<file path="src/design/bus_pkg.sv">
/*
 * Widths and vector types of the requester bus.
 * One 64-bit word per request; addresses are byte addresses.
 * Sub-word accesses are expressed with byte enables only.
 */

package bus_pkg;

    localparam int unsigned ADDR_WIDTH = 32;
    localparam int unsigned DATA_WIDTH = 64;
    localparam int unsigned BE_WIDTH   = DATA_WIDTH / 8;

    // Address bits below one bus word
    localparam int unsigned ADDR_LSB = $clog2(BE_WIDTH);

    typedef logic [ADDR_WIDTH-1:0] addr_t;
    typedef logic [DATA_WIDTH-1:0] data_t;
    typedef logic [BE_WIDTH-1:0]   be_t;

endpackage

</file>
<file path="src/design/soc_map_pkg.sv">
/*
 * Memory map of the harness and CLINT register offsets.
 * Regions must not overlap; lengths are multiples of one bus word.
 * Anything outside the three regions is answered with an error.
 */

package soc_map_pkg;

    // Boot ROM, 32 words
    localparam bus_pkg::addr_t ROM_BASE   = 32'h0001_0000;
    localparam bus_pkg::addr_t ROM_LENGTH = 32'h0000_0100;

    localparam bus_pkg::addr_t CLINT_BASE   = 32'h0200_0000;
    localparam bus_pkg::addr_t CLINT_LENGTH = 32'h0000_C000;

    // Main memory, 1024 words
    localparam bus_pkg::addr_t DRAM_BASE   = 32'h8000_0000;
    localparam bus_pkg::addr_t DRAM_LENGTH = 32'h0000_2000;

    localparam int unsigned ROM_WORDS  = ROM_LENGTH >> bus_pkg::ADDR_LSB;
    localparam int unsigned DRAM_WORDS = DRAM_LENGTH >> bus_pkg::ADDR_LSB;

    // CLINT registers, relative to CLINT_BASE
    localparam bus_pkg::addr_t MSIP_OFFSET     = 32'h0000_0000;
    localparam bus_pkg::addr_t MTIMECMP_OFFSET = 32'h0000_4000;
    localparam bus_pkg::addr_t MTIME_OFFSET    = 32'h0000_BFF8;

    typedef enum logic [1:0] {
        ROM,
        CLINT,
        DRAM,
        NONE
    } target_sel_t;

endpackage

</file>
<file path="src/design/mem_bus_if.sv">
/*
 * One request and its read data between the decoder and a target.
 * req is a single-cycle strobe, there is no back-pressure.
 * addr is the offset inside the target's region.
 * Read data is expected one cycle after req.
 */

interface mem_bus_if;

    logic           req;
    logic           we;
    bus_pkg::addr_t addr;
    bus_pkg::be_t   be;
    bus_pkg::data_t wdata;
    bus_pkg::data_t rdata;

    modport initiator (output req, we, addr, be, wdata, input rdata);

    modport target (input req, we, addr, be, wdata, output rdata);

endinterface

</file>
<file path="src/design/boot_rom.sv">
/*
 * Fixed boot image of 32 words, registered read.
 * Writes are accepted and dropped.
 */

module boot_rom (
    input  logic       clk_i,
    mem_bus_if.target  bus_i
);

    logic [$clog2(soc_map_pkg::ROM_WORDS)-1:0] word_idx;
    bus_pkg::data_t                            rom_word;
    bus_pkg::data_t                            rdata_q;

    assign word_idx = bus_i.addr[bus_pkg::ADDR_LSB +: $clog2(soc_map_pkg::ROM_WORDS)];

    always_comb begin
        case (word_idx)
            'd0:     rom_word = 64'h0000_0297_0010_0093;
            'd1:     rom_word = 64'h0002_8067_0000_0013;
            'd2:     rom_word = 64'h1234_5678_9ABC_DEF0;
            default: rom_word = '0;
        endcase
    end

    always_ff @(posedge clk_i) begin
        if (bus_i.req && !bus_i.we) begin
            rdata_q <= rom_word;
        end
    end

    assign bus_i.rdata = rdata_q;

endmodule

</file>
<file path="src/flat_wrapper.sv">
// flat-port wrapper written by rule: the top's interface ports become plain ports
module boot_rom_flat 
  (clk_i, bus_i_req, bus_i_we, bus_i_addr, bus_i_be, bus_i_wdata, bus_i_rdata);
  mem_bus_if bus_i_i ();
  input  logic clk_i;
  input wire logic [$bits(bus_i_i.req)-1:0] bus_i_req;
  input wire logic [$bits(bus_i_i.we)-1:0] bus_i_we;
  input wire logic [$bits(bus_i_i.addr)-1:0] bus_i_addr;
  input wire logic [$bits(bus_i_i.be)-1:0] bus_i_be;
  input wire logic [$bits(bus_i_i.wdata)-1:0] bus_i_wdata;
  output wire logic [$bits(bus_i_i.rdata)-1:0] bus_i_rdata;
  assign bus_i_i.req = bus_i_req;
  assign bus_i_i.we = bus_i_we;
  assign bus_i_i.addr = bus_i_addr;
  assign bus_i_i.be = bus_i_be;
  assign bus_i_i.wdata = bus_i_wdata;
  assign bus_i_rdata = bus_i_i.rdata;
  boot_rom u_core (.clk_i(clk_i), .bus_i(bus_i_i));
endmodule
</file>
<file path="config.mk">
export PLATFORM = sky130hd
export DESIGN_NAME = boot_rom_flat
export DESIGN_NICKNAME = d
export VERILOG_FILES = /design/src/design/bus_pkg.sv /design/src/design/soc_map_pkg.sv /design/src/design/mem_bus_if.sv /design/src/design/boot_rom.sv /design/src/flat_wrapper.sv
export SDC_FILE = /design/constraint.sdc
export NUM_CORES = 1
export LEC_CHECK = 0
export BUFFER_PORTS_ARGS = -buffer_cell sky130_fd_sc_hd__clkbuf_2
export CORE_AREA = 2 2 66 68
export CTS_CLUSTER_SIZE = 30
export DETAILED_ROUTE_END_ITERATION = 10
export DIE_AREA = 0 0 68 70
export PLACE_DENSITY_LB_ADDON = 0.05
export SLEW_MARGIN = 20
export SYNTH_ARGS = -nofsm -noshare
export SYNTH_HDL_FRONTEND = slang
export SYNTH_SLANG_ARGS = --single-unit
</file>
<file path="constraint.sdc">
create_clock -name clk_i -period 1.47 [get_ports clk_i]
set_clock_uncertainty 0.15 [all_clocks]
set_input_delay 0.147 -clock clk_i [delete_from_list [all_inputs] [get_ports clk_i]]
set_output_delay 0.147 -clock clk_i [all_outputs]
set_load 0.005 [all_outputs]
</file>
* Yosys cells after proc, flatten, opt, wreduce, memory -nomap -nowiden
Cells that the tools add are included. W data, S select, Z words.
Word-level totals: word-level logic and storage cells 7, flip-flop bits (word level) 64
Operators by class: equal/unequal tests 2, muxes and demuxes 1, reduce and logical (&&, ||, !) cells 3
Operator list (number):
- $pmux W61 S3 | 1
- $eq A5 B1 Y1 const B | 1
- $eq A5 B2 Y1 const B | 1
- $logic_not A5 Y1 | 1
- $logic_and A1 B1 Y1 | 1
- $logic_not A1 Y1 | 1

* Depth between registers and ports, before layout
depth in word-level cells 2, mapped depth 2

* Least setup slack after synthesis
Ideal clock, no wire load.
path type register -> output, start point reg u_core.bus_i.rdata[57] (netlist name), end point out bus_i_rdata[10], path buffers 1, slack 0.267 ns, data arrival time 0.906 ns, cell stages (with the launch flop) 2, required time 1.173 ns, path through edfxtp_1 > buf_4
RTL lines:
- to (decl) | line flat_wrapper.sv:11 | output wire logic [$bits(bus_i_i.rdata)-1:0] bus_i_rdata;

==> impl_metrics.env <==
export IMPL_rows=24
export IMPL_hold_path_class="in -> reg"
export IMPL_ys_ff_latch=7
export IMPL_cts_resized=0
export IMPL_drtIter0Drc=12
export IMPL_antenna_found_initial=0
export IMPL_ys_seq_area_frac=0.295
export IMPL_largest_register_ffs=7
export IMPL_timing_final_crit_share=0.820
export IMPL_yosysUniqueCellTypes=12
export IMPL_syn_inst=76
export IMPL_cts_buffers=3
export IMPL_grt_overflow_total=0
export IMPL_clock_sinks=7
export IMPL_yosys_area_top_type="buf_4"
export IMPL_wl_mm=1.06
export IMPL_core_region_area_sq_um=4140
export IMPL_grt_max_degree=26
export IMPL_clock_path_buffers=2
export IMPL_postCtsHoldBufs=0
export IMPL_path_clk_slew_ns=0.04
export IMPL_critPathCaptureType="primary output"
export IMPL_die_area_sq_um=4760
export IMPL_wl_per_cell_um=7.21
export IMPL_synth_area_leaders="buf_4, edfxtp_1, nor3b_2"
export IMPL_antenna_cells=0
export IMPL_hpwl_um=895
export IMPL_grt_pass1_vias=300
export IMPL_worstSetupPathType="reg -> out"
export IMPL_maxCapViolations=0
export IMPL_first_pass_iters=4
export IMPL_p_leak_nw=0.374
export IMPL_hp_start="bus_i_addr[5]"
export IMPL_num_nets_final=203
export IMPL_rsz0062_at_grt="no"
export IMPL_track_usage=0.0425
export IMPL_ir_drop_mv=0.313
export IMPL_hold_viol=0
export IMPL_initial_core_util=0.172
export IMPL_drc_errors=0
export IMPL_ys_warn_count=0
export IMPL_status="completed"
export IMPL_io_pins=171
export IMPL_place_congestion=0.621
export IMPL_vias_per_cell=2.82
export IMPL_p_per_area_nw_per_um2=860
export IMPL_cts_tree="yes"
export IMPL_ant_nets=0
export IMPL_required_ns=1.17
export IMPL_fmax_mhz=829
export IMPL_min_period_ns=1.21
export IMPL_root_buffer="clkbuf_8"
export IMPL_yosys_area_top_type_share=0.600
export IMPL_hold_path_end="u_core.bus_i.rdata[34]"
export IMPL_crit_slowest_cell="edfxtp_1"
export IMPL_grt_pass1_wl_mm=1.37
export IMPL_crit_path_max_incr_delay_ns=0.31
export IMPL_drive_gt1_frac=0.568
export IMPL_cp_cell_sequence="buf_4 > clkbuf_2"
export IMPL_hold_depth=2
export IMPL_crit_fanout=25
export IMPL_synthToLayoutAreaGrowth_pct=2.63
export IMPL_cp_arrival_ns=0.91
export IMPL_tns_ns=0
export IMPL_fp_dieH_um=70
export IMPL_setup_viol=0
export IMPL_synth_area_sq_um=713
export IMPL_maxSlewViolCount=0
export IMPL_cts_setup_buffers=0
export IMPL_vias=415
export IMPL_crit_path_start_kind="register"
export IMPL_avgSynthCellArea_sq_um=9.38
export IMPL_die_w_um=68
export IMPL_io_buffers=47
export IMPL_power_mw=0.629
export IMPL_cts_htree_levels=1
-- synth_stat cells --
master / instances
nor2_1: 2
xnor2_1: 1
nor2b_1: 1
nor3_1: 1
buf_4: 57
and2_2: 1
a21oi_1: 1
nor4_1: 1
nor3b_2: 1
or3_1: 2
edfxtp_1: 7
conb_1: 1
-- worst max path at each step --
stage	slack [ns]	from	endpoint	cells after the start
final	0.26	u_core.bus_i.rdata[57]	bus_i_rdata[9]	2
after CTS	0.24	u_core.bus_i.rdata[57]	bus_i_rdata[35]	2
after global routing	0.15	u_core.bus_i.rdata[57]	bus_i_rdata[27]	2
after floorplan	0.27	u_core.bus_i.rdata[57]	bus_i_rdata[10]	1
after global placement	0.26	bus_i_addr[3]	u_core.bus_i.rdata[39]	3
after detailed placement	0.28	bus_i_addr[3]	u_core.bus_i.rdata[57]	3
-- layer usage --
layer | track usage | up-vias | routed length, um
met3 | 0.0145 | 4 | 116
met4 | 0.0400 | 0 | 21
li1 | - | 199 | -
met2 | 0.0626 | 38 | 538
met5 | 0 | - | 0
met1 | 0.0457 | 174 | 384
-- metrics by stage --
step / instances / hold WS [ns] / utilization / setup slack, ns / instance area, sq um
after floorplan: 99 / 0.182 / - / 0.267 / 800
after global placement: 143 / 0.325 / 0.166 / 0.264 / 687
after detailed placement: 143 / 0.325 / 0.166 / 0.279 / 687
after CTS: 147 / 0.0873 / 0.177 / 0.242 / 732
after global routing: 147 / 0.0924 / 0.177 / 0.147 / 732
final: 147 / 0.0868 / 0.177 / 0.264 / 732
-- critical path, delay by kind of cell, from the launching register on --
kind | cells | cell delay [ns]
buffers and inverters | 2 | 0.37
DFF | 1 | 0.31
-- cells by family after synthesis --
logic type | after synthesis | synth area share
AOI/OAI and AO/OA | 1 | 0.00701
other | 1 | 0.00526
and+or+nand+nor | 9 | 0.0807
buffers and inverters | 57 | 0.600
DFF | 7 | 0.295
xor gates and xnor gates | 1 | 0.0123
-- power by group --
| part | leakage [nW] | internal, mW | switching, mW |
|---|---|---|---|
| sequential | 0.0579 | 0.233 | 0.00625 |
| clock | 0.0228 | 0.188 | 0.0820 |
| combinational | 0.294 | 0.0543 | 0.0661 |
-- cell type report --
class	instances	area (sq um)
flip-flops and latches	7	210
repair buffers	49	250
well taps	52	65.1
fillers	476	3410
multi-input cells	35	161
clock buffers	4	45.0
-- cells in the final DEF (no fill, tap or decap) --
cell type,count
or3_1,2
nor4_1,1
and2_2,1
clkbuf_1,1
nor2_1,2
a21oi_1,1
clkbuf_2,47
nor2b_1,1
nor3b_2,1
conb_1,24
edfxtp_1,7
nor3_1,1
xnor2_1,1
clkbuf_8,3
buf_4,2
Power figures use the tool's default switching activity.
