===== config.mk =====
export PLATFORM = sky130hd
export DESIGN_NAME = addr_decoder_flat
export DESIGN_NICKNAME = d
export VERILOG_FILES = /design/src/design/bus_pkg.sv /design/src/design/soc_map_pkg.sv /design/src/design/mem_bus_if.sv /design/src/design/addr_decoder.sv /design/src/flat_wrapper.sv
export SDC_FILE = /design/constraint.sdc
export NUM_CORES = 1
export LEC_CHECK = 0
export ABC_AREA = 1
export BUFFER_PORTS_ARGS = -buffer_cell sky130_fd_sc_hd__buf_2
export CAP_MARGIN = 10
export CELL_PAD_IN_SITES_DETAIL_PLACEMENT = 1
export CELL_PAD_IN_SITES_GLOBAL_PLACEMENT = 2
export CORE_AREA = 4 4 267 269
export CTS_BUF_LIST = sky130_fd_sc_hd__clkbuf_8 sky130_fd_sc_hd__clkbuf_16
export CTS_CLUSTER_DIAMETER = 200
export DETAILED_ROUTE_END_ITERATION = 6
export DIE_AREA = 0 0 271 273
export PLACE_DENSITY_LB_ADDON = 0.1
export SETUP_SLACK_MARGIN = 0.4
export SYNTH_ARGS = -nofsm -noshare
export SYNTH_HDL_FRONTEND = slang
export SYNTH_SLANG_ARGS = --single-unit

===== constraint.sdc =====
create_clock -name clk_i -period 2.3 [get_ports clk_i]
set_input_delay 0.23 -clock clk_i [delete_from_list [all_inputs] [get_ports clk_i]]
set_output_delay 0.23 -clock clk_i [all_outputs]
set_load 0.01 [all_outputs]

===== src/design/bus_pkg.sv =====
/*
 * Widths and vector types of the requester bus.
 * One 64-bit word per request; addresses are byte addresses.
 * Sub-word accesses are expressed with byte enables only.
 */

package bus_pkg;

    localparam int unsigned ADDR_WIDTH = 32;
    localparam int unsigned DATA_WIDTH = 64;
    localparam int unsigned BE_WIDTH   = DATA_WIDTH / 8;

    // Address bits below one bus word
    localparam int unsigned ADDR_LSB = $clog2(BE_WIDTH);

    typedef logic [ADDR_WIDTH-1:0] addr_t;
    typedef logic [DATA_WIDTH-1:0] data_t;
    typedef logic [BE_WIDTH-1:0]   be_t;

endpackage


===== src/design/soc_map_pkg.sv =====
/*
 * Memory map of the harness and CLINT register offsets.
 * Regions must not overlap; lengths are multiples of one bus word.
 * Anything outside the three regions is answered with an error.
 */

package soc_map_pkg;

    // Boot ROM, 32 words
    localparam bus_pkg::addr_t ROM_BASE   = 32'h0001_0000;
    localparam bus_pkg::addr_t ROM_LENGTH = 32'h0000_0100;

    localparam bus_pkg::addr_t CLINT_BASE   = 32'h0200_0000;
    localparam bus_pkg::addr_t CLINT_LENGTH = 32'h0000_C000;

    // Main memory, 1024 words
    localparam bus_pkg::addr_t DRAM_BASE   = 32'h8000_0000;
    localparam bus_pkg::addr_t DRAM_LENGTH = 32'h0000_2000;

    localparam int unsigned ROM_WORDS  = ROM_LENGTH >> bus_pkg::ADDR_LSB;
    localparam int unsigned DRAM_WORDS = DRAM_LENGTH >> bus_pkg::ADDR_LSB;

    // CLINT registers, relative to CLINT_BASE
    localparam bus_pkg::addr_t MSIP_OFFSET     = 32'h0000_0000;
    localparam bus_pkg::addr_t MTIMECMP_OFFSET = 32'h0000_4000;
    localparam bus_pkg::addr_t MTIME_OFFSET    = 32'h0000_BFF8;

    typedef enum logic [1:0] {
        ROM,
        CLINT,
        DRAM,
        NONE
    } target_sel_t;

endpackage


===== src/design/mem_bus_if.sv =====
/*
 * One request and its read data between the decoder and a target.
 * req is a single-cycle strobe, there is no back-pressure.
 * addr is the offset inside the target's region.
 * Read data is expected one cycle after req.
 */

interface mem_bus_if;

    logic           req;
    logic           we;
    bus_pkg::addr_t addr;
    bus_pkg::be_t   be;
    bus_pkg::data_t wdata;
    bus_pkg::data_t rdata;

    modport initiator (output req, we, addr, be, wdata, input rdata);

    modport target (input req, we, addr, be, wdata, output rdata);

endinterface


===== src/design/addr_decoder.sv =====
/*
 * Splits the requester bus over ROM, CLINT and DRAM by address.
 * Every request gets rvalid one cycle later, reads and writes alike.
 * Unmapped addresses give err with zero read data.
 */

module addr_decoder (
    input  logic           clk_i,
    input  logic           rst_i,
    input  logic           req_i,
    input  logic           we_i,
    input  bus_pkg::addr_t addr_i,
    input  bus_pkg::be_t   be_i,
    input  bus_pkg::data_t wdata_i,
    output logic           rvalid_o,
    output bus_pkg::data_t rdata_o,
    output logic           err_o,
    mem_bus_if.initiator   rom_o,
    mem_bus_if.initiator   clint_o,
    mem_bus_if.initiator   dram_o
);

    soc_map_pkg::target_sel_t sel_d;
    soc_map_pkg::target_sel_t sel_q;
    bus_pkg::addr_t           offset;
    logic                     req_q;

    // --------------------------------------------------
    // Region match
    // --------------------------------------------------
    always_comb begin
        sel_d  = soc_map_pkg::NONE;
        offset = '0;
        if (addr_i >= soc_map_pkg::ROM_BASE &&
            addr_i < soc_map_pkg::ROM_BASE + soc_map_pkg::ROM_LENGTH) begin
            sel_d  = soc_map_pkg::ROM;
            offset = addr_i - soc_map_pkg::ROM_BASE;
        end else if (addr_i >= soc_map_pkg::CLINT_BASE &&
                     addr_i < soc_map_pkg::CLINT_BASE + soc_map_pkg::CLINT_LENGTH) begin
            sel_d  = soc_map_pkg::CLINT;
            offset = addr_i - soc_map_pkg::CLINT_BASE;
        end else if (addr_i >= soc_map_pkg::DRAM_BASE &&
                     addr_i < soc_map_pkg::DRAM_BASE + soc_map_pkg::DRAM_LENGTH) begin
            sel_d  = soc_map_pkg::DRAM;
            offset = addr_i - soc_map_pkg::DRAM_BASE;
        end
    end

    // Only the selected target sees the strobe
    assign rom_o.req   = req_i && (sel_d == soc_map_pkg::ROM);
    assign rom_o.we    = we_i;
    assign rom_o.addr  = offset;
    assign rom_o.be    = be_i;
    assign rom_o.wdata = wdata_i;

    assign clint_o.req   = req_i && (sel_d == soc_map_pkg::CLINT);
    assign clint_o.we    = we_i;
    assign clint_o.addr  = offset;
    assign clint_o.be    = be_i;
    assign clint_o.wdata = wdata_i;

    assign dram_o.req   = req_i && (sel_d == soc_map_pkg::DRAM);
    assign dram_o.we    = we_i;
    assign dram_o.addr  = offset;
    assign dram_o.be    = be_i;
    assign dram_o.wdata = wdata_i;

    // --------------------------------------------------
    // Response
    // --------------------------------------------------
    always_ff @(posedge clk_i) begin
        if (rst_i) begin
            req_q <= 1'b0;
            sel_q <= soc_map_pkg::NONE;
        end else begin
            req_q <= req_i;
            if (req_i) begin
                sel_q <= sel_d;
            end
        end
    end

    assign rvalid_o = req_q;
    assign err_o    = req_q && (sel_q == soc_map_pkg::NONE);

    always_comb begin
        case (sel_q)
            soc_map_pkg::ROM:   rdata_o = rom_o.rdata;
            soc_map_pkg::CLINT: rdata_o = clint_o.rdata;
            soc_map_pkg::DRAM:  rdata_o = dram_o.rdata;
            default:            rdata_o = '0;
        endcase
    end

endmodule


===== src/flat_wrapper.sv =====
// flat-port wrapper written by rule: the top's interface ports become plain ports
module addr_decoder_flat 
  (clk_i, rst_i, req_i, we_i, addr_i, be_i, wdata_i, rvalid_o, rdata_o, err_o, rom_o_req, rom_o_we, rom_o_addr, rom_o_be, rom_o_wdata, rom_o_rdata, clint_o_req, clint_o_we, clint_o_addr, clint_o_be, clint_o_wdata, clint_o_rdata, dram_o_req, dram_o_we, dram_o_addr, dram_o_be, dram_o_wdata, dram_o_rdata);
  mem_bus_if rom_o_i ();
  mem_bus_if clint_o_i ();
  mem_bus_if dram_o_i ();
  input  logic clk_i;
  input  logic rst_i;
  input  logic req_i;
  input  logic we_i;
  input  bus_pkg::addr_t addr_i;
  input  bus_pkg::be_t be_i;
  input  bus_pkg::data_t wdata_i;
  output logic rvalid_o;
  output bus_pkg::data_t rdata_o;
  output logic err_o;
  output wire logic [$bits(rom_o_i.req)-1:0] rom_o_req;
  output wire logic [$bits(rom_o_i.we)-1:0] rom_o_we;
  output wire logic [$bits(rom_o_i.addr)-1:0] rom_o_addr;
  output wire logic [$bits(rom_o_i.be)-1:0] rom_o_be;
  output wire logic [$bits(rom_o_i.wdata)-1:0] rom_o_wdata;
  input wire logic [$bits(rom_o_i.rdata)-1:0] rom_o_rdata;
  output wire logic [$bits(clint_o_i.req)-1:0] clint_o_req;
  output wire logic [$bits(clint_o_i.we)-1:0] clint_o_we;
  output wire logic [$bits(clint_o_i.addr)-1:0] clint_o_addr;
  output wire logic [$bits(clint_o_i.be)-1:0] clint_o_be;
  output wire logic [$bits(clint_o_i.wdata)-1:0] clint_o_wdata;
  input wire logic [$bits(clint_o_i.rdata)-1:0] clint_o_rdata;
  output wire logic [$bits(dram_o_i.req)-1:0] dram_o_req;
  output wire logic [$bits(dram_o_i.we)-1:0] dram_o_we;
  output wire logic [$bits(dram_o_i.addr)-1:0] dram_o_addr;
  output wire logic [$bits(dram_o_i.be)-1:0] dram_o_be;
  output wire logic [$bits(dram_o_i.wdata)-1:0] dram_o_wdata;
  input wire logic [$bits(dram_o_i.rdata)-1:0] dram_o_rdata;
  assign rom_o_req = rom_o_i.req;
  assign rom_o_we = rom_o_i.we;
  assign rom_o_addr = rom_o_i.addr;
  assign rom_o_be = rom_o_i.be;
  assign rom_o_wdata = rom_o_i.wdata;
  assign rom_o_i.rdata = rom_o_rdata;
  assign clint_o_req = clint_o_i.req;
  assign clint_o_we = clint_o_i.we;
  assign clint_o_addr = clint_o_i.addr;
  assign clint_o_be = clint_o_i.be;
  assign clint_o_wdata = clint_o_i.wdata;
  assign clint_o_i.rdata = clint_o_rdata;
  assign dram_o_req = dram_o_i.req;
  assign dram_o_we = dram_o_i.we;
  assign dram_o_addr = dram_o_i.addr;
  assign dram_o_be = dram_o_i.be;
  assign dram_o_wdata = dram_o_i.wdata;
  assign dram_o_i.rdata = dram_o_rdata;
  addr_decoder u_core (.clk_i(clk_i), .rst_i(rst_i), .req_i(req_i), .we_i(we_i), .addr_i(addr_i), .be_i(be_i), .wdata_i(wdata_i), .rvalid_o(rvalid_o), .rdata_o(rdata_o), .err_o(err_o), .rom_o(rom_o_i), .clint_o(clint_o_i), .dram_o(dram_o_i));
endmodule

Word-level counts from Yosys, hierarchy flattened:

Index checks and enable logic that the tools add are counted.
Widths: inputs -> output; s select.

* output and inout port bits: 384
* memories: 0
* ROM bits: 0
* word-level logic and storage cells: 32
* bits of input ports: 300
* register bits: 3
* RAM bits: 0
* bits in latches: 0

* shift operators: 0
* bitwise logic cells: 0
* $lt $le $gt $ge: 6
* mux-type cells: 7
* equal/unequal tests: 5
* div/mod/pow operators: 0
* $mul: 0
* reductions and logical operators: 9
* $add $sub $neg: 3

Operators by type and width (count)
* $pmux 64 s3: 1
* $mux 32: 3
* $ge 32x17->1 const B: 1
* $ge 32x26->1 const B: 1
* $ge 32x32->1 const B: 1
* $lt 32x17->1 const B: 1
* $lt 32x26->1 const B: 1
* $lt 32x32->1 const B: 1
* $sub 32x17->32 const B: 1
* $sub 32x26->32 const B: 1
* $sub 32x32->32 const B: 1
* $logic_and 1x1->1: 7
* $eq 2x2->1 const B: 3
* $eq 2x1->1 const B: 2
* $logic_not 2->1: 2
* $mux 2: 2
* $mux 1: 1

Logic depth before layout (Yosys ltp):

* depth in word-level cells: 7
* gate-level depth with buffers: 14
* mapped depth without buffers: 12

Least setup slack after synthesis:

No wires, ideal clock.

* path type: in2out
* start: input port addr_i[16]
* end: output port dram_o_addr[27]
* setup slack: 0.342 ns
* stages on the path: 11
* required time: 2.070 ns
* data arrival time: 1.728 ns
* buffers on the path: 1
* path through: inv_1 -> ha_1 -> inv_1 -> nor3_2 -> nand2_1 -> nand2_1 -> nand2_1 -> nor2_4 -> nand3_1 -> a21oi_1 -> buf_4

* cells in the longest elaborated chain, start to end: 5
* elaborated cells on any way between the ends: 15
* those cells by class: add/sub: 3; order compare: 6; mux: 3; reduce/logical: 3

RTL lines
* from (decl): line flat_wrapper.sv:11 `input bus_pkg::addr_t addr_i;`
* $ge 32x32->1 / $lt 32x32->1 (equally long branches): line addr_decoder.sv:42, addr_decoder.sv:43
* $logic_and 1x1->1: line addr_decoder.sv:42 `end else if (addr_i >= soc_map_pkg::DRAM_BASE &&`
* $mux 32: line addr_decoder.sv:42
* $mux 32: line addr_decoder.sv:38 `end else if (addr_i >= soc_map_pkg::CLINT_BASE &&`
* $mux 32 (*): line addr_decoder.sv:34 `if (addr_i >= soc_map_pkg::ROM_BASE &&`
* to (decl): line flat_wrapper.sv:31 `output wire logic [$bits(dram_o_i.addr)-1:0] dram_o_addr;`

Mark *: on every way between the ends. The rest lies on a longest branch, timed or not.

Worst setup path in the final report:

* start: input port addr_i[27]
* end: output port dram_o_addr[27]

The elaborated chain is that of the path after synthesis.

==> summary.md <==
| Metric | Value |
|---|---|
| Status | `completed` |
| Maximum clock path buffer count | `2` |
| Overall die height | `roughly 270 um` |
| GRT Util Overall | `a little over 8%` |
| Post-Route WL | `33.41 mm` |
| Top delay family on crit path | `buffers and inverters` |
| Nets | `1231` |
| Fraction of the mapped netlist area in simple logic gates | `between 20% and 30%` |
| Mux cell area share after synthesis | `0%` |
| CP cell instances | `buf_2 > buf_4 > nor2_2 > nand2_2 > nor2_2 > nand2_1 > o21ai_2 > buf_4 > buf_6 > nand3_4 > a21oi_2 > buf_6 > buf_6` |
| Pleak | `3.630 nW` |
| Area Overhead vs Synth | `65.25%` |
| Post-synthesis compound-gate area fraction | `11.86%` |
| Dominant synthesized flop cell | `dfxtp_1` |
| GP Congestion | `0.7053` |
| Largest net degree at the start of global routing | `65` |
| Fill count | `approximately 8300` |
| Tmin final | `1989 ps` |
| Combinational family with the most area after synthesis | `buffers and inverters` |
| Crit path buf inv count | `6` |
| Count of input and output buffers | `391` |
| Ys async rst share | `0%` |
| Area leader, netlist | `buf_4` |
| PD cells | `145.1 nW/um2` |
| Initial antenna violation count | `5` |
| Final hold vios | `0` |
| Starting Density | `6.631%` |
| Slowest stage delay, CP | `roughly 180 ps` |
| Crit path max-delay cell type | `o21ai_2` |
| Worst Hold Endpoint | `u_core.sel_q[1]` |
| Hold Path Stages | `3` |
| Cells after DPL | `~1800` |
| Clock Sink Count | `3` |
| Synth Area in XOR/XNOR | `0.5777%` |
| Setup ws final | `310.9 ps` |
| Initial drt markers | `120` |
| Routed Antenna Nets | `0` |
| CP Class | `in -> out` |
| Worst path required time | `2070 ps` |
| Clk_lat worst skew | `220 ps` |
| Total CTS buffers | `3` |
| Post-DP Area | `5772 um2` |
| Share of the synthesized area in the top cell type | `46.71%` |
| Max_cap viols | `0` |
| Setup TNS | `0 ps` |
| Final setup fails | `0` |
| Syn Std Cell Area | `4548 um2` |
| Chip Width | `271 um` |
| Synth Area in Adders | `1.376%` |
| Count leader, synth | `buf_4` |
| Cell depth of the worst setup path | `13` |
| Arrival time worst endpoint | `approximately 1800 ps` |
| Detailed-route via count | `5342` |
| H-Tree Depth | `1` |
| Die Area | `73980 um2` |
| Max transition margin | `68.21%` |
| CP endpoint kind | `output pin` |
| Synthesized flop and latch total | `3` |
| Core Area | `68590 um2` |
| Worst Hold Slack | `between 200 and 250 ps` |
| # DRC | `0` |
| Final Max Slew Viols | `0` |
| Final std cells w/o fill | `1859` |
| Reg2reg setup slack | `roughly 1500 ps` |
| First-pass DRT Iterations | `4` |
| Top cells by area, synth | `buf_4 (47%), o211ai_1 (11%), nand2_1 (9.2%)` |
| Congestion Overflow GR | `0` |
| Syn Area/Cell | `approximately 6 um2` |
| DR WL/cell | `between 15 and 20 um` |
| Met1 global-route usage | `a little under a tenth` |
| Most used routing layer | `met2` |
| Place WS | `38.71 ps` |
| Post-Route Utilization | `10.96%` |
| Cells after synthesis | `769` |
| CP dominant cell by count | `buf_6` |
| Clock-pin transition on the worst setup and hold timing paths | `30 ps` |
| Cell Rows | `96` |
| Post-synth EDFFs | `0` |
| DP Wirelength | `25.82 mm` |
| Unrepaired setup endpoints after global routing | `true` |
| Vias in the first global route | `5958` |
| R2r endpoint | `u_core.sel_q[1]` |
| Layout cells sized above 1 | `between 60% and 70%` |
| # IOs | `between 600 and 700` |
| Global routing usage on met3 | `4.996%` |
| Final Cell Area | `7516 um2` |
| Synth Net Count | `1074` |
| TritonCTS clock tree | `yes` |
| CTS Hold Buffers Added | `0` |
| CP max FO | `5` |
| R2r startpoint | `u_core.sel_q[1]` |
| Global-route met2 utilization | `14.29%` |
| Root Buffer | `clkbuf_16` |
| Most instantiated cells after synthesis | `buf_4 (283), nand2_1 (112), inv_1 (86)` |
| Sequential fraction of the synthesis area | `1.320%` |
| Type of the worst min-delay path | `in -> reg` |
| PnR Total Power | `1.091 mW` |
| First-pass GRT wire length | `44.85 mm` |
| Worst reg-to-reg path cell count | `3` |
| Via/cell ratio | `2.874` |
| Highest Clock Rate | `a little over 0.5 GHz` |
| Period utilization | `86.48%` |
| Max rail drop VDD | `0.0002019 V` |
| Worst Skew | `0 ps` |
| Unique masters post-synth | `30` |
| Yosys warns | `0` |
| Min-delay src | `rst_i` |
| CP Launch Type | `primary input` |
| Least-Margin Pin Slew | `476.9 ps` |
[how the worst max path moves through the flow]
stage	startpoint	to	slack, ps
2_1_floorplan	addr_i[16]	dram_o_addr[31]	340
4_1_cts	addr_i[17]	rom_o_addr[14]	230
3_3_place_gp	addr_i[17]	dram_o_addr[16]	40
5_1_grt	addr_i[17]	rom_o_addr[30]	160
3_5_place_dp	addr_i[16]	dram_o_addr[16]	40
6_report	addr_i[27]	dram_o_addr[27]	310
[state kept, by name, summed over array words and instances (netlist names)]
signal,cells
u_core.rvalid_o,1
u_core.sel_q,2
[per-layer routing]
metal / vias up / wire, um
li1: 2468 / -
met1: 2413 / 12580
met2: 442 / 16110
met3: 17 / 4432
met4: 2 / 245
met5: - / 48
[where the power goes]
| part | switching, mW | leakage (nW) | internal, mW |
|---|---|---|---|
| registers | 0.00288 | 0.0245 | 0.0548 |
| clock network | 0.0459 | 0.0423 | 0.224 |
| logic | 0.404 | 3.56 | 0.359 |
| total | 0.453 | 3.63 | 0.638 |
[cell families (layout without fill, tap and decap cells)]
logic type / count (synthesis) / count (layout)
DFF: 3 / 3
and+or+nand+nor: 273 / 273
other: 0 / 3
xor gates and xnor gates: 3 / 3
adders and majority gates: 5 / 5
buffers and inverters: 410 / 566
AOI/OAI and AO/OA: 75 / 75
[timing repair]
item,in CTS,in global routing
setup endpoints to repair,141,121
pin swaps,27,32
gates resized for setup,196,81
setup buffers,22,7
gates cloned,6,3
[layout make-up]
type | count | area (um2) | area share [%]
repair buffers | 464 | 3395 | 45.16
inverters | 98 | 425.4 | 5.660
diodes | 3 | 7.507 | 0.09988
well taps | 931 | 1165 | 15.50
flip-flops and latches | 3 | 65.06 | 0.8657
clock buffers | 3 | 75.07 | 0.9988
multi-input cells | 356 | 2380 | 31.66
clock inverters | 1 | 3.754 | 0.04994
[tightest hold or removal path, delay by kind of cell]
kind / cells / cell delay, ps
simple gates: 1 / 50
compound gates: 1 / 40
buf+inv: 1 / 110
[layout by cell type (no fill, tap or decap), drive strengths merged]
cell type  count
a21oi          9
and3           1
dfxtp          3
nor2          53
buf          458
xnor2          1
nand3         81
inv           99
nand2        126
nand4          3
nor3           6
ha             5
diode          3
xor2           2
nand2b         1
clkbuf         6
o21ai          2
or2            2
bufbuf         3
o211ai        64
(Power assumes the default switching activity.)
