`config.mk`:
```
export PLATFORM = sky130hd
export DESIGN_NAME = clint_flat
export DESIGN_NICKNAME = d
export VERILOG_FILES = /design/src/design/bus_pkg.sv /design/src/design/soc_map_pkg.sv /design/src/design/mem_bus_if.sv /design/src/design/clint.sv /design/src/flat_wrapper.sv
export SDC_FILE = /design/constraint.sdc
export NUM_CORES = 1
export LEC_CHECK = 0
export BUFFER_PORTS_ARGS = -buffer_cell sky130_fd_sc_hd__buf_2
export CAP_MARGIN = 20
export CORE_MARGIN = 2
export CORE_UTILIZATION = 40
export DETAILED_ROUTE_END_ITERATION = 16
export HOLD_SLACK_MARGIN = 0.08
export MAX_ROUTING_LAYER = met4
export PLACE_DENSITY = 0.57
export SKIP_LAST_GASP = 1
export SLEW_MARGIN = 20
export SYNTH_ARGS = -nofsm -noshare
export SYNTH_HDL_FRONTEND = slang
export SYNTH_SLANG_ARGS = --single-unit
```
`constraint.sdc`:
```
create_clock -name clk_i -period 5.9 [get_ports clk_i]
set_input_delay 0.295 -clock clk_i [delete_from_list [all_inputs] [get_ports clk_i]]
set_output_delay 0.295 -clock clk_i [all_outputs]
set_load 0.02 [all_outputs]
```
`src/design/bus_pkg.sv`:
```
/*
 * Widths and vector types of the requester bus.
 * One 64-bit word per request; addresses are byte addresses.
 * Sub-word accesses are expressed with byte enables only.
 */

package bus_pkg;

    localparam int unsigned ADDR_WIDTH = 32;
    localparam int unsigned DATA_WIDTH = 64;
    localparam int unsigned BE_WIDTH   = DATA_WIDTH / 8;

    // Address bits below one bus word
    localparam int unsigned ADDR_LSB = $clog2(BE_WIDTH);

    typedef logic [ADDR_WIDTH-1:0] addr_t;
    typedef logic [DATA_WIDTH-1:0] data_t;
    typedef logic [BE_WIDTH-1:0]   be_t;

endpackage

```
`src/design/soc_map_pkg.sv`:
```
/*
 * Memory map of the harness and CLINT register offsets.
 * Regions must not overlap; lengths are multiples of one bus word.
 * Anything outside the three regions is answered with an error.
 */

package soc_map_pkg;

    // Boot ROM, 32 words
    localparam bus_pkg::addr_t ROM_BASE   = 32'h0001_0000;
    localparam bus_pkg::addr_t ROM_LENGTH = 32'h0000_0100;

    localparam bus_pkg::addr_t CLINT_BASE   = 32'h0200_0000;
    localparam bus_pkg::addr_t CLINT_LENGTH = 32'h0000_C000;

    // Main memory, 1024 words
    localparam bus_pkg::addr_t DRAM_BASE   = 32'h8000_0000;
    localparam bus_pkg::addr_t DRAM_LENGTH = 32'h0000_2000;

    localparam int unsigned ROM_WORDS  = ROM_LENGTH >> bus_pkg::ADDR_LSB;
    localparam int unsigned DRAM_WORDS = DRAM_LENGTH >> bus_pkg::ADDR_LSB;

    // CLINT registers, relative to CLINT_BASE
    localparam bus_pkg::addr_t MSIP_OFFSET     = 32'h0000_0000;
    localparam bus_pkg::addr_t MTIMECMP_OFFSET = 32'h0000_4000;
    localparam bus_pkg::addr_t MTIME_OFFSET    = 32'h0000_BFF8;

    typedef enum logic [1:0] {
        ROM,
        CLINT,
        DRAM,
        NONE
    } target_sel_t;

endpackage

```
`src/design/mem_bus_if.sv`:
```
/*
 * One request and its read data between the decoder and a target.
 * req is a single-cycle strobe, there is no back-pressure.
 * addr is the offset inside the target's region.
 * Read data is expected one cycle after req.
 */

interface mem_bus_if;

    logic           req;
    logic           we;
    bus_pkg::addr_t addr;
    bus_pkg::be_t   be;
    bus_pkg::data_t wdata;
    bus_pkg::data_t rdata;

    modport initiator (output req, we, addr, be, wdata, input rdata);

    modport target (input req, we, addr, be, wdata, output rdata);

endinterface

```
`src/design/clint.sv`:
```
/*
 * Core-local interruptor for a single hart.
 * rtc_i must be slower than clk_i; mtime counts its rising edges.
 * mtime is read-only from the bus. Unknown offsets read zero.
 */

module clint (
    input  logic       clk_i,
    input  logic       rst_i,
    input  logic       rtc_i,
    mem_bus_if.target  bus_i,
    output logic       timer_irq_o,
    output logic       ipi_o
);

    // Two sync stages plus one for the edge
    logic [2:0]     rtc_q;
    logic           rtc_rise;
    bus_pkg::addr_t reg_addr;
    bus_pkg::data_t mtime_q;
    bus_pkg::data_t mtimecmp_q;
    bus_pkg::data_t rdata_q;
    logic           msip_q;
    logic           irq_q;

    assign rtc_rise = rtc_q[1] && !rtc_q[2];
    assign reg_addr = {bus_i.addr[bus_pkg::ADDR_WIDTH-1:bus_pkg::ADDR_LSB],
                       {bus_pkg::ADDR_LSB{1'b0}}};

    // --------------------------------------------------
    // Timer and interrupt registers
    // --------------------------------------------------
    always_ff @(posedge clk_i) begin
        if (rst_i) begin
            rtc_q      <= '0;
            mtime_q    <= '0;
            mtimecmp_q <= '1;
            msip_q     <= 1'b0;
            irq_q      <= 1'b0;
        end else begin
            rtc_q <= {rtc_q[1:0], rtc_i};
            irq_q <= (mtime_q >= mtimecmp_q);
            if (rtc_rise) begin
                mtime_q <= mtime_q + 1'b1;
            end
            if (bus_i.req && bus_i.we) begin
                if (reg_addr == soc_map_pkg::MSIP_OFFSET && bus_i.be[0]) begin
                    msip_q <= bus_i.wdata[0];
                end
                if (reg_addr == soc_map_pkg::MTIMECMP_OFFSET) begin
                    for (int b = 0; b < bus_pkg::BE_WIDTH; b++) begin
                        if (bus_i.be[b]) begin
                            mtimecmp_q[8*b +: 8] <= bus_i.wdata[8*b +: 8];
                        end
                    end
                end
            end
        end
    end

    // Read path
    always_ff @(posedge clk_i) begin
        if (bus_i.req && !bus_i.we) begin
            case (reg_addr)
                soc_map_pkg::MSIP_OFFSET:     rdata_q <= {{63{1'b0}}, msip_q};
                soc_map_pkg::MTIMECMP_OFFSET: rdata_q <= mtimecmp_q;
                soc_map_pkg::MTIME_OFFSET:    rdata_q <= mtime_q;
                default:                      rdata_q <= '0;
            endcase
        end
    end

    assign bus_i.rdata = rdata_q;
    assign timer_irq_o = irq_q;
    assign ipi_o       = msip_q;

endmodule

```
`src/flat_wrapper.sv`:
```
// flat-port wrapper written by rule: the top's interface ports become plain ports
module clint_flat 
  (clk_i, rst_i, rtc_i, timer_irq_o, ipi_o, bus_i_req, bus_i_we, bus_i_addr, bus_i_be, bus_i_wdata, bus_i_rdata);
  mem_bus_if bus_i_i ();
  input  logic clk_i;
  input  logic rst_i;
  input  logic rtc_i;
  output logic timer_irq_o;
  output logic ipi_o;
  input wire logic [$bits(bus_i_i.req)-1:0] bus_i_req;
  input wire logic [$bits(bus_i_i.we)-1:0] bus_i_we;
  input wire logic [$bits(bus_i_i.addr)-1:0] bus_i_addr;
  input wire logic [$bits(bus_i_i.be)-1:0] bus_i_be;
  input wire logic [$bits(bus_i_i.wdata)-1:0] bus_i_wdata;
  output wire logic [$bits(bus_i_i.rdata)-1:0] bus_i_rdata;
  assign bus_i_i.req = bus_i_req;
  assign bus_i_i.we = bus_i_we;
  assign bus_i_i.addr = bus_i_addr;
  assign bus_i_i.be = bus_i_be;
  assign bus_i_i.wdata = bus_i_wdata;
  assign bus_i_rdata = bus_i_i.rdata;
  clint u_core (.clk_i(clk_i), .rst_i(rst_i), .rtc_i(rtc_i), .bus_i(bus_i_i), .timer_irq_o(timer_irq_o), .ipi_o(ipi_o));
endmodule
```
Word level (Yosys, flattened, before mapping)
Index checks and enable logic that the tools add are counted.
{"block": "totals", "out_inout_bits": 66, "regBits": 197}
{"block": "classes", "reduce_logical": 16, "eq_ne": 2, "n_mux": 1, "n_addsub": 1, "n_lt_le_gt_ge": 1}
{"cell": "64-bit case mux with 3 select lines", "count": 1}
{"cell": "64-bit by 1-bit adder with 64-bit output (second input constant)", "count": 1}
{"cell": "64-bit greater-or-equal comparator", "count": 1}
{"cell": "32-bit logical NOT", "count": 1}
{"cell": "29-bit by 12-bit == test with 1-bit output (second input constant)", "count": 1}
{"cell": "29-bit by 13-bit == test with 1-bit output (second input constant)", "count": 1}
{"cell": "3-bit AND reduction", "count": 8}
{"cell": "1-bit logical AND", "count": 4}
{"cell": "1-bit logical NOT", "count": 2}
{"cell": "2-bit AND reduction", "count": 1}

Depth between registers and ports, before layout
Gate-level depths: netlist of run 1.
{"block": "logic_depth", "ltp_word": 3, "mapped_depth": 9, "mapped_depth_nobuf": 8}

Worst setup path after synthesis of run 1
Ideal clock, no wire load.
{"block": "synth_path", "path_kind": "input-to-reg", "start": "input port bus_i_we", "end": "register u_core.rdata_q[0], in the netlist u_core.bus_i.rdata[0] (enable)", "arrival_ns": 3.157, "setup_slack_ns": 2.248, "stages": 1, "setup_ns": 0.495, "path_cell_list": "nor2b_1"}
{"block": "synth_via", "elab_chain_cells": 2}
{"item": "start, declared", "line_no": "flat_wrapper.sv:11", "text": "input wire logic [$bits(bus_i_i.we)-1:0] bus_i_we;"}
{"item": "1-bit logical NOT", "line_no": "clint.sv:63", "text": "if (bus_i.req && !bus_i.we) begin"}
{"item": "1-bit logical AND", "line_no": "clint.sv:63"}
{"item": "end signal, assigned", "line_no": "clint.sv:65", "text": "soc_map_pkg::MSIP_OFFSET: rdata_q <= {{63{1'b0}}, msip_q};"}
{"item": "end signal, assigned", "line_no": "clint.sv:66", "text": "soc_map_pkg::MTIMECMP_OFFSET: rdata_q <= mtimecmp_q;"}
{"item": "end signal, assigned", "line_no": "clint.sv:67", "text": "soc_map_pkg::MTIME_OFFSET: rdata_q <= mtime_q;"}
{"item": "end, declared", "line_no": "clint.sv:22", "text": "bus_pkg::data_t rdata_q;"}
Every way passes these cells.
A chain may end at the register's enable or synchronous reset.

Worst setup path after layout of run 1
{"block": "layout_path", "start": "register u_core.mtime_q[0]", "end": "register u_core.mtime_q[62]"}
{"block": "layout_via", "elab_chain_cells": 1}
{"item": "start, declared", "line_no": "clint.sv:20", "text": "bus_pkg::data_t mtime_q;"}
{"item": "start signal, assigned", "line_no": "clint.sv:44", "text": "mtime_q <= mtime_q + 1'b1;"}
{"item": "64-bit by 1-bit adder with 64-bit output", "line_no": "clint.sv:44"}
Every way passes these cells.

==> metrics, run 1 <==
headroom to the max-slew limit=40.2%; Power, Total=2.82 mW; post-DP HPWL=15.7 mm; number of clock buffers inserted by TritonCTS=17; global-route wire length before repair=38.1 mm; number of fill cells in the layout=2288; average cell area after synthesis=9.47 um^2; H-tree level count=4; flip-flop and latch count after synthesis=197; number of instances resized during post-cts repair=0; overall die height=161 um; Sw Share=21.6%; ratio of routed vias to standard cells=5.05; post-detailed-route count of antenna-violating nets=0; Clock Sinks=197; length of the first detailed-routing pass in iterations=5; leading cell types in the layout, fill and taps excluded=sky130_fd_sc_hd__buf_2 (170), sky130_fd_sc_hd__nand2_1 (147), sky130_fd_sc_hd__dfxtp_1 (133); global route total overflow=0; count of unresolved DRC violations after routing=0; per-cell routed wire length=14.7 um; Switch Pwr=0.610 mW; number of vias after detailed routing=7922; Final Hold Viols=0; Post-synth EDFFs=64; Setup crit start kind=register; vias in the first global route=7560; transition time at the pin with the least slew margin=0.896 ns; Final nets=1406; setup repair after global routing missed its margin=no; power density over the cells=234 nW/um^2; maximum fanout along the worst path=12; reg-to-reg slack, setup=2.86 ns; total die area=25800 um^2; total of endpoints with negative setup slack in the final report=0; Required @ worst endpoint=6.25 ns; placement-stage cell area=10900 um^2; number of library cell types mapped by synthesis=45; crit share post-route=51.5%; clock tree from TritonCTS=yes; max-cap check violation count=0; net count of the mapped netlist=1209; top_reg_cell synth=sky130_fd_sc_hd__dfxtp_1; status=completed; worst stage delay on the critical path=0.66 ns; cell at the root of the clock tree=sky130_fd_sc_hd__clkbuf_16; summed negative setup slack over all endpoints=0 ns; type of the setup path with the least slack=register to register; initial antenna violation count=1; clock power share=45.3%; Top cell by count, worst path=sky130_fd_sc_hd__or3_1; area inside the core boundary=24200 um^2; number of warnings reported in the yosys synthesis log=0; worst-case hold slack=0.0877 ns; Die X=161 um; maximum root-to-sink buffer count=2; ratio of cells with drive above 1 in the final layout=17.8%; Post-Route Skew=0.0175 ns; largest net degree at the start of global routing=80; cell internal pwr=2.21 mW; CP endpoint kind=register; postcts setup bufs=0; worst-path cell with the longest stage delay=sky130_fd_sc_hd__nand4_1; IR Drop Worst-Case VDD=0.000134 V; I/O pin cnt=175; clock latency on the worst-skew pair=0.43 ns; portion of total power attributed to combinational logic=4.7%; standby leakage power=5.75 nW; post-synthesis async set-or-reset flop share=0%; Pins Over Slew Limit=0; fin area=12100 um^2; gate count after technology mapping=1035; DR iter-0 viols=396; area of the mapped netlist=9800 um^2; Tot GR Track Use=18.8%; worst hold path type=primary input to register; clock slew at reported path FFs=0.07 ns; critical path data arrival time=3.39 ns; shortest period the worst path allows=3.04 ns; register area share after synthesis=46.8%; Port Buffer Count=171; series of cell instances along the critical path=ha_1, and4b_1, and3_1, nand4_1, or3_1, or3_1, a21oi_1; most common cell after layout, fill and taps aside=sky130_fd_sc_hd__buf_2; Core Rows=57; Seq pwr share=50.1%; fin util=50.0%; Starting Density=40.5%; maximum frequency from static timing analysis=329 MHz; final routed wirelength across all metal layers=23.1 mm; routability congestion estimate from global placement=0.761; layout overhead on the synthesized area=23.3%
-- final cells by class --
cell class	instances	area, um^2	share of cell area, %
tap	324	405	3.35
inverter	78	293	2.42
timing repair buffer	229	1440	11.9
multi-input combinational	709	4710	39.0
sequential	197	4580	37.9
antenna	1	2.50	0.0207
clock buffer	21	493	4.08
clock inverter	11	156	1.29
-- power by group through the flow --
stage / logic (mW) / registers, mW / clock network, mW
final: 0.132 / 1.41 / 1.28
after global routing: 0.143 / 1.41 / 1.35
after CTS: 0.134 / 1.41 / 1.30
after detailed placement: 0.109 / 1.45 / 0
after global placement: 0.108 / 1.44 / 0
after floorplan: 0.0297 / 1.46 / 0
-- critical path, delay by kind of cell (launching register included) --
| family | cells | cell delay [ns] |
|---|---|---|
| adders and majority gates | 1 | 0.19 |
| and+or+nand+nor | 5 | 2.21 |
| DFF | 1 | 0.42 |
| AOI/OAI and AO/OA | 1 | 0.13 |
-- cell families after synthesis --
group	after synthesis	share of synthesized area, %
DFF	197	46.8
adders and majority gates	65	8.30
and+or+nand+nor	446	24.0
muxes	3	0.319
xor gates and xnor gates	51	4.56
AOI/OAI and AO/OA	144	10.8
buffers and inverters	129	5.21
-- path summary, 6_finish.rpt --
path / startpoint / endpoint / cells past startpoint
worst min-delay path: bus_i_wdata[61] / u_core.mtimecmp_q[61]$_SDFFE_PP1P_ / 3
worst max register to register: u_core.mtime_q[0]$_SDFFE_PP0P_ / u_core.mtime_q[62]$_SDFFE_PP0P_ / 7
worst max-delay path: u_core.mtime_q[0]$_SDFFE_PP0P_ / u_core.mtime_q[62]$_SDFFE_PP0P_ / 7
worst min register to register: u_core.rtc_q[0]$_SDFF_PP0_ / u_core.rtc_q[1]$_SDFF_PP0_ / 1
-- timing repair --
item                                    in CTS  in global routing
hold buffers                                50                  0
endpoints found under the setup margin       0                  0
hold endpoints to repair                    50                  0
-- registers in the layout, summed over array words and instances, names as in the netlist --
signal              count
u_core.bus_i.rdata     64
u_core.ipi_o            1
u_core.mtime_q         64
u_core.mtimecmp_q      64
u_core.rtc_q            3
u_core.timer_irq_o      1
-- metrics by stage --
step,instances,setup WS (ns)
floorplan,1035,2.25
global placement,1486,2.45
detailed placement,1487,2.83
CTS,1569,2.80
global route,1570,2.55
finish,1570,2.86
-- cell usage after synthesis, types with 14 or more instances --
| master | number | area (um^2) |
|---|---|---|
| sky130_fd_sc_hd__a21oi_1 | 31 | 155 |
| sky130_fd_sc_hd__a22o_1 | 63 | 552 |
| sky130_fd_sc_hd__and3_1 | 17 | 106 |
| sky130_fd_sc_hd__and4_1 | 14 | 123 |
| sky130_fd_sc_hd__clkbuf_1 | 27 | 101 |
| sky130_fd_sc_hd__dfxtp_1 | 133 | 2660 |
| sky130_fd_sc_hd__edfxtp_1 | 64 | 1920 |
| sky130_fd_sc_hd__ha_1 | 65 | 813 |
| sky130_fd_sc_hd__inv_1 | 78 | 293 |
| sky130_fd_sc_hd__nand2_1 | 147 | 552 |
| sky130_fd_sc_hd__nand3_1 | 34 | 170 |
| sky130_fd_sc_hd__nand3b_1 | 56 | 420 |
| sky130_fd_sc_hd__nand4_1 | 20 | 125 |
| sky130_fd_sc_hd__nor2_1 | 78 | 293 |
| sky130_fd_sc_hd__nor3_1 | 20 | 100 |
| sky130_fd_sc_hd__nor4_1 | 22 | 138 |
| sky130_fd_sc_hd__o21ai_0 | 20 | 100 |
| sky130_fd_sc_hd__xnor2_1 | 40 | 350 |
-- metal layers --
metal	share of wire [%]	GRT usage [%]
met2	44	28.4
met5	0	-
met1	51	26.6
met4	0.94	4.34
met3	3.7	3.10
Power figures use the tool's default switching activity.
==> run 2, diff against run 1 <==
Clock period 5.9 ns to 2.9 ns, I/O delays scaled along.
==> run 2 against run 1 <==
Count of clock-buffer cells in the layout rose by 2. Via count up 2.0%. First-iteration DRC count increased by 1.0%. Cell count up 1.7%. Register-to-register slack lost 2.5 ns. Wire length grew 5.3%. Worst setup slack worse by 2.5 ns. Largest power group unchanged.
==> metrics, run 2 (synthesis results as in run 1) <==
global-route wire length before repair=39.8 mm; I/O pin cnt=175; number of vias after detailed routing=8077; headroom to the max-slew limit=39.9%; maximum root-to-sink buffer count=2; series of cell instances along the critical path=ha_1, a21oi_1, o21ai_0, a221o_1, a2111oi_0, o22a_1, o21ai_0; GR Layer Usage met1=27.1%; count of unresolved DRC violations after routing=0; ratio of routed vias to standard cells=5.06; CP endpoint kind=register; Final Hold Viols=0; Starting Density=40.5%; Top delay family on crit path=compound AO/OA/AOI/OAI gates; final routed wirelength across all metal layers=24.3 mm; logic depth of the worst setup path including buffers=7; per-cell routed wire length=15.2 um; DR iter-0 viols=400; routability congestion estimate from global placement=0.803; met2 routing resource usage after global routing=30.6%; area inside the core boundary=24200 um^2; Final nets=1434; worst-case reg-to-reg path depth=7; clock latency on the worst-skew pair=0.44 ns; H-tree level count=4; ratio of cells with drive above 1 in the final layout=18.1%; Tot GR Track Use=19.7%; critical path data arrival time=2.84 ns; total of endpoints with negative setup slack in the final report=0; Pins Over Slew Limit=0; clock tree from TritonCTS=yes; setup repair after global routing missed its margin=no; total die area=25800 um^2; met3 demand-to-capacity share in global routing=2.92%; Clock Sinks=197; worst setup path startpoint=u_core.mtime_q[33]$_SDFFE_PP0P_; layer with the highest usage=met2; worst stage delay on the critical path=0.67 ns; Required @ worst endpoint=3.20 ns; number of clock buffers inserted by TritonCTS=17; Post-Route Skew=0.0161 ns; Buf/Inv on CP=0; layout overhead on the synthesized area=25.4%; Die X=161 um; overall die height=161 um; reg-to-reg slack, setup=0.36 ns; summed negative setup slack over all endpoints=0 ns; fin util=50.8%; r2r endpoint=u_core.timer_irq_o$_SDFF_PP0_; shortest period the worst path allows=2.54 ns; initial antenna violation count=0; worst hold path type=primary input to register; Top cell by count, worst path=sky130_fd_sc_hd__o21ai_0; largest net degree at the start of global routing=73; post-DP HPWL=16.9 mm; IR Drop Worst-Case VDD=0.000260 V; most common cell after layout, fill and taps aside=sky130_fd_sc_hd__buf_2; global route total overflow=0; Core Rows=57; number of instances resized during post-cts repair=0; maximum frequency from static timing analysis=393 MHz; status=completed; termination of the worst setup path=u_core.timer_irq_o$_SDFF_PP0_; number of fill cells in the layout=2293; transition time at the pin with the least slew margin=0.902 ns; type of the setup path with the least slack=register to register; standby leakage power=5.86 nW; post-detailed-route count of antenna-violating nets=0; length of the first detailed-routing pass in iterations=5; beginning of the worst register-to-register path=u_core.mtime_q[33]$_SDFFE_PP0P_; worst-path cell with the longest stage delay=sky130_fd_sc_hd__a2111oi_0; Setup crit start kind=register; clock slew at reported path FFs=0.07 ns; Port Buffer Count=171; cell at the root of the clock tree=sky130_fd_sc_hd__clkbuf_16; power density over the cells=448 nW/um^2; ant diodes=0; maximum fanout along the worst path=6; crit share post-route=87.7%; max-cap check violation count=0; leading cell types in the layout, fill and taps excluded=sky130_fd_sc_hd__buf_2 (170), sky130_fd_sc_hd__nand2_1 (147), sky130_fd_sc_hd__dfxtp_1 (133); vias in the first global route=7898
==> run 2: cell types whose count changed in the layout (fill, tap and decap cells not counted), moves of 2 or more <==
cell                            before  now
sky130_fd_sc_hd__dlygate4sd3_1      50   66
sky130_fd_sc_hd__buf_12              1    4
sky130_fd_sc_hd__buf_4               7   17
sky130_fd_sc_hd__bufinv_16           3    1
sky130_fd_sc_hd__clkbuf_1            1    4
==> run 2: power by group <==
part	internal, mW	leakage (nW)	switching, mW
clock	1.27	0.278	1.07
combinational	0.153	3.88	0.142
sequential	2.87	1.70	0.00944
total	4.29	5.86	1.22
==> run 2: area by class of cell <==
| cell class | instances | area, um^2 | area share, % |
|---|---|---|---|
| Inverter | 78 | 293 | 2.38 |
| Tap cell | 324 | 405 | 3.30 |
| Sequential cell | 197 | 4580 | 37.3 |
| Timing Repair Buffer | 257 | 1720 | 14.0 |
| Clock buffer | 23 | 479 | 3.90 |
| Clock inverter | 9 | 91.3 | 0.743 |
| Multi-Input combinational cell | 709 | 4710 | 38.4 |
==> run 2: what timing repair did <==
action                    4_1_cts  5_1_grt
buffers inserted                0        0
hold endpoints to repair       66        0
hold buffers                   66        0
==> run 2: per-stage QoR <==
step	instance area [um^2]	setup slack (ns)	hold WS, ns	total power, mW	instances
CTS	12300	0.398	0.138	5.56	1597
global placement	11100	0.423	0.350	3.17	1499
global route	12300	0.219	0.184	5.68	1597
floorplan	9800	0.644	0.263	3.04	1035
finish	12300	0.357	0.158	5.51	1597
detailed placement	11100	0.428	0.350	3.17	1499
==> run 2: per-layer routing <==
metal	part of all wire (%)	vias up
met5	0	-
li1	-	4113
met1	50	3750
met2	45	194
met3	4.2	20
met4	1.0	0
==> run 2: worst reg2reg max path: stages, from the launching register on <==
cell and delay, ns:
sky130_fd_sc_hd__dfxtp_1 0.49, sky130_fd_sc_hd__ha_1 0.31, sky130_fd_sc_hd__a21oi_1 0.12, sky130_fd_sc_hd__o21ai_0 0.12, sky130_fd_sc_hd__a221o_1 0.40, sky130_fd_sc_hd__a2111oi_0 0.67, sky130_fd_sc_hd__o22a_1 0.24, sky130_fd_sc_hd__o21ai_0 0.06
==> run 2: worst min-delay path by stage <==
stage | from | end | slack (ns) | cells past startpoint
final | bus_i_addr[14] | u_core.ipi_o$_SDFFE_PP0P_ | 0.16 | 5
after floorplan | bus_i_wdata[1] | u_core.mtimecmp_q[1]$_SDFFE_PP1P_ | 0.26 | 1
after global placement | bus_i_wdata[1] | u_core.mtimecmp_q[1]$_SDFFE_PP1P_ | 0.35 | 2
after global routing | bus_i_addr[14] | u_core.ipi_o$_SDFFE_PP0P_ | 0.18 | 5
after detailed placement | bus_i_wdata[5] | u_core.mtimecmp_q[5]$_SDFFE_PP1P_ | 0.35 | 2
after CTS | bus_i_addr[14] | u_core.ipi_o$_SDFFE_PP0P_ | 0.14 | 5
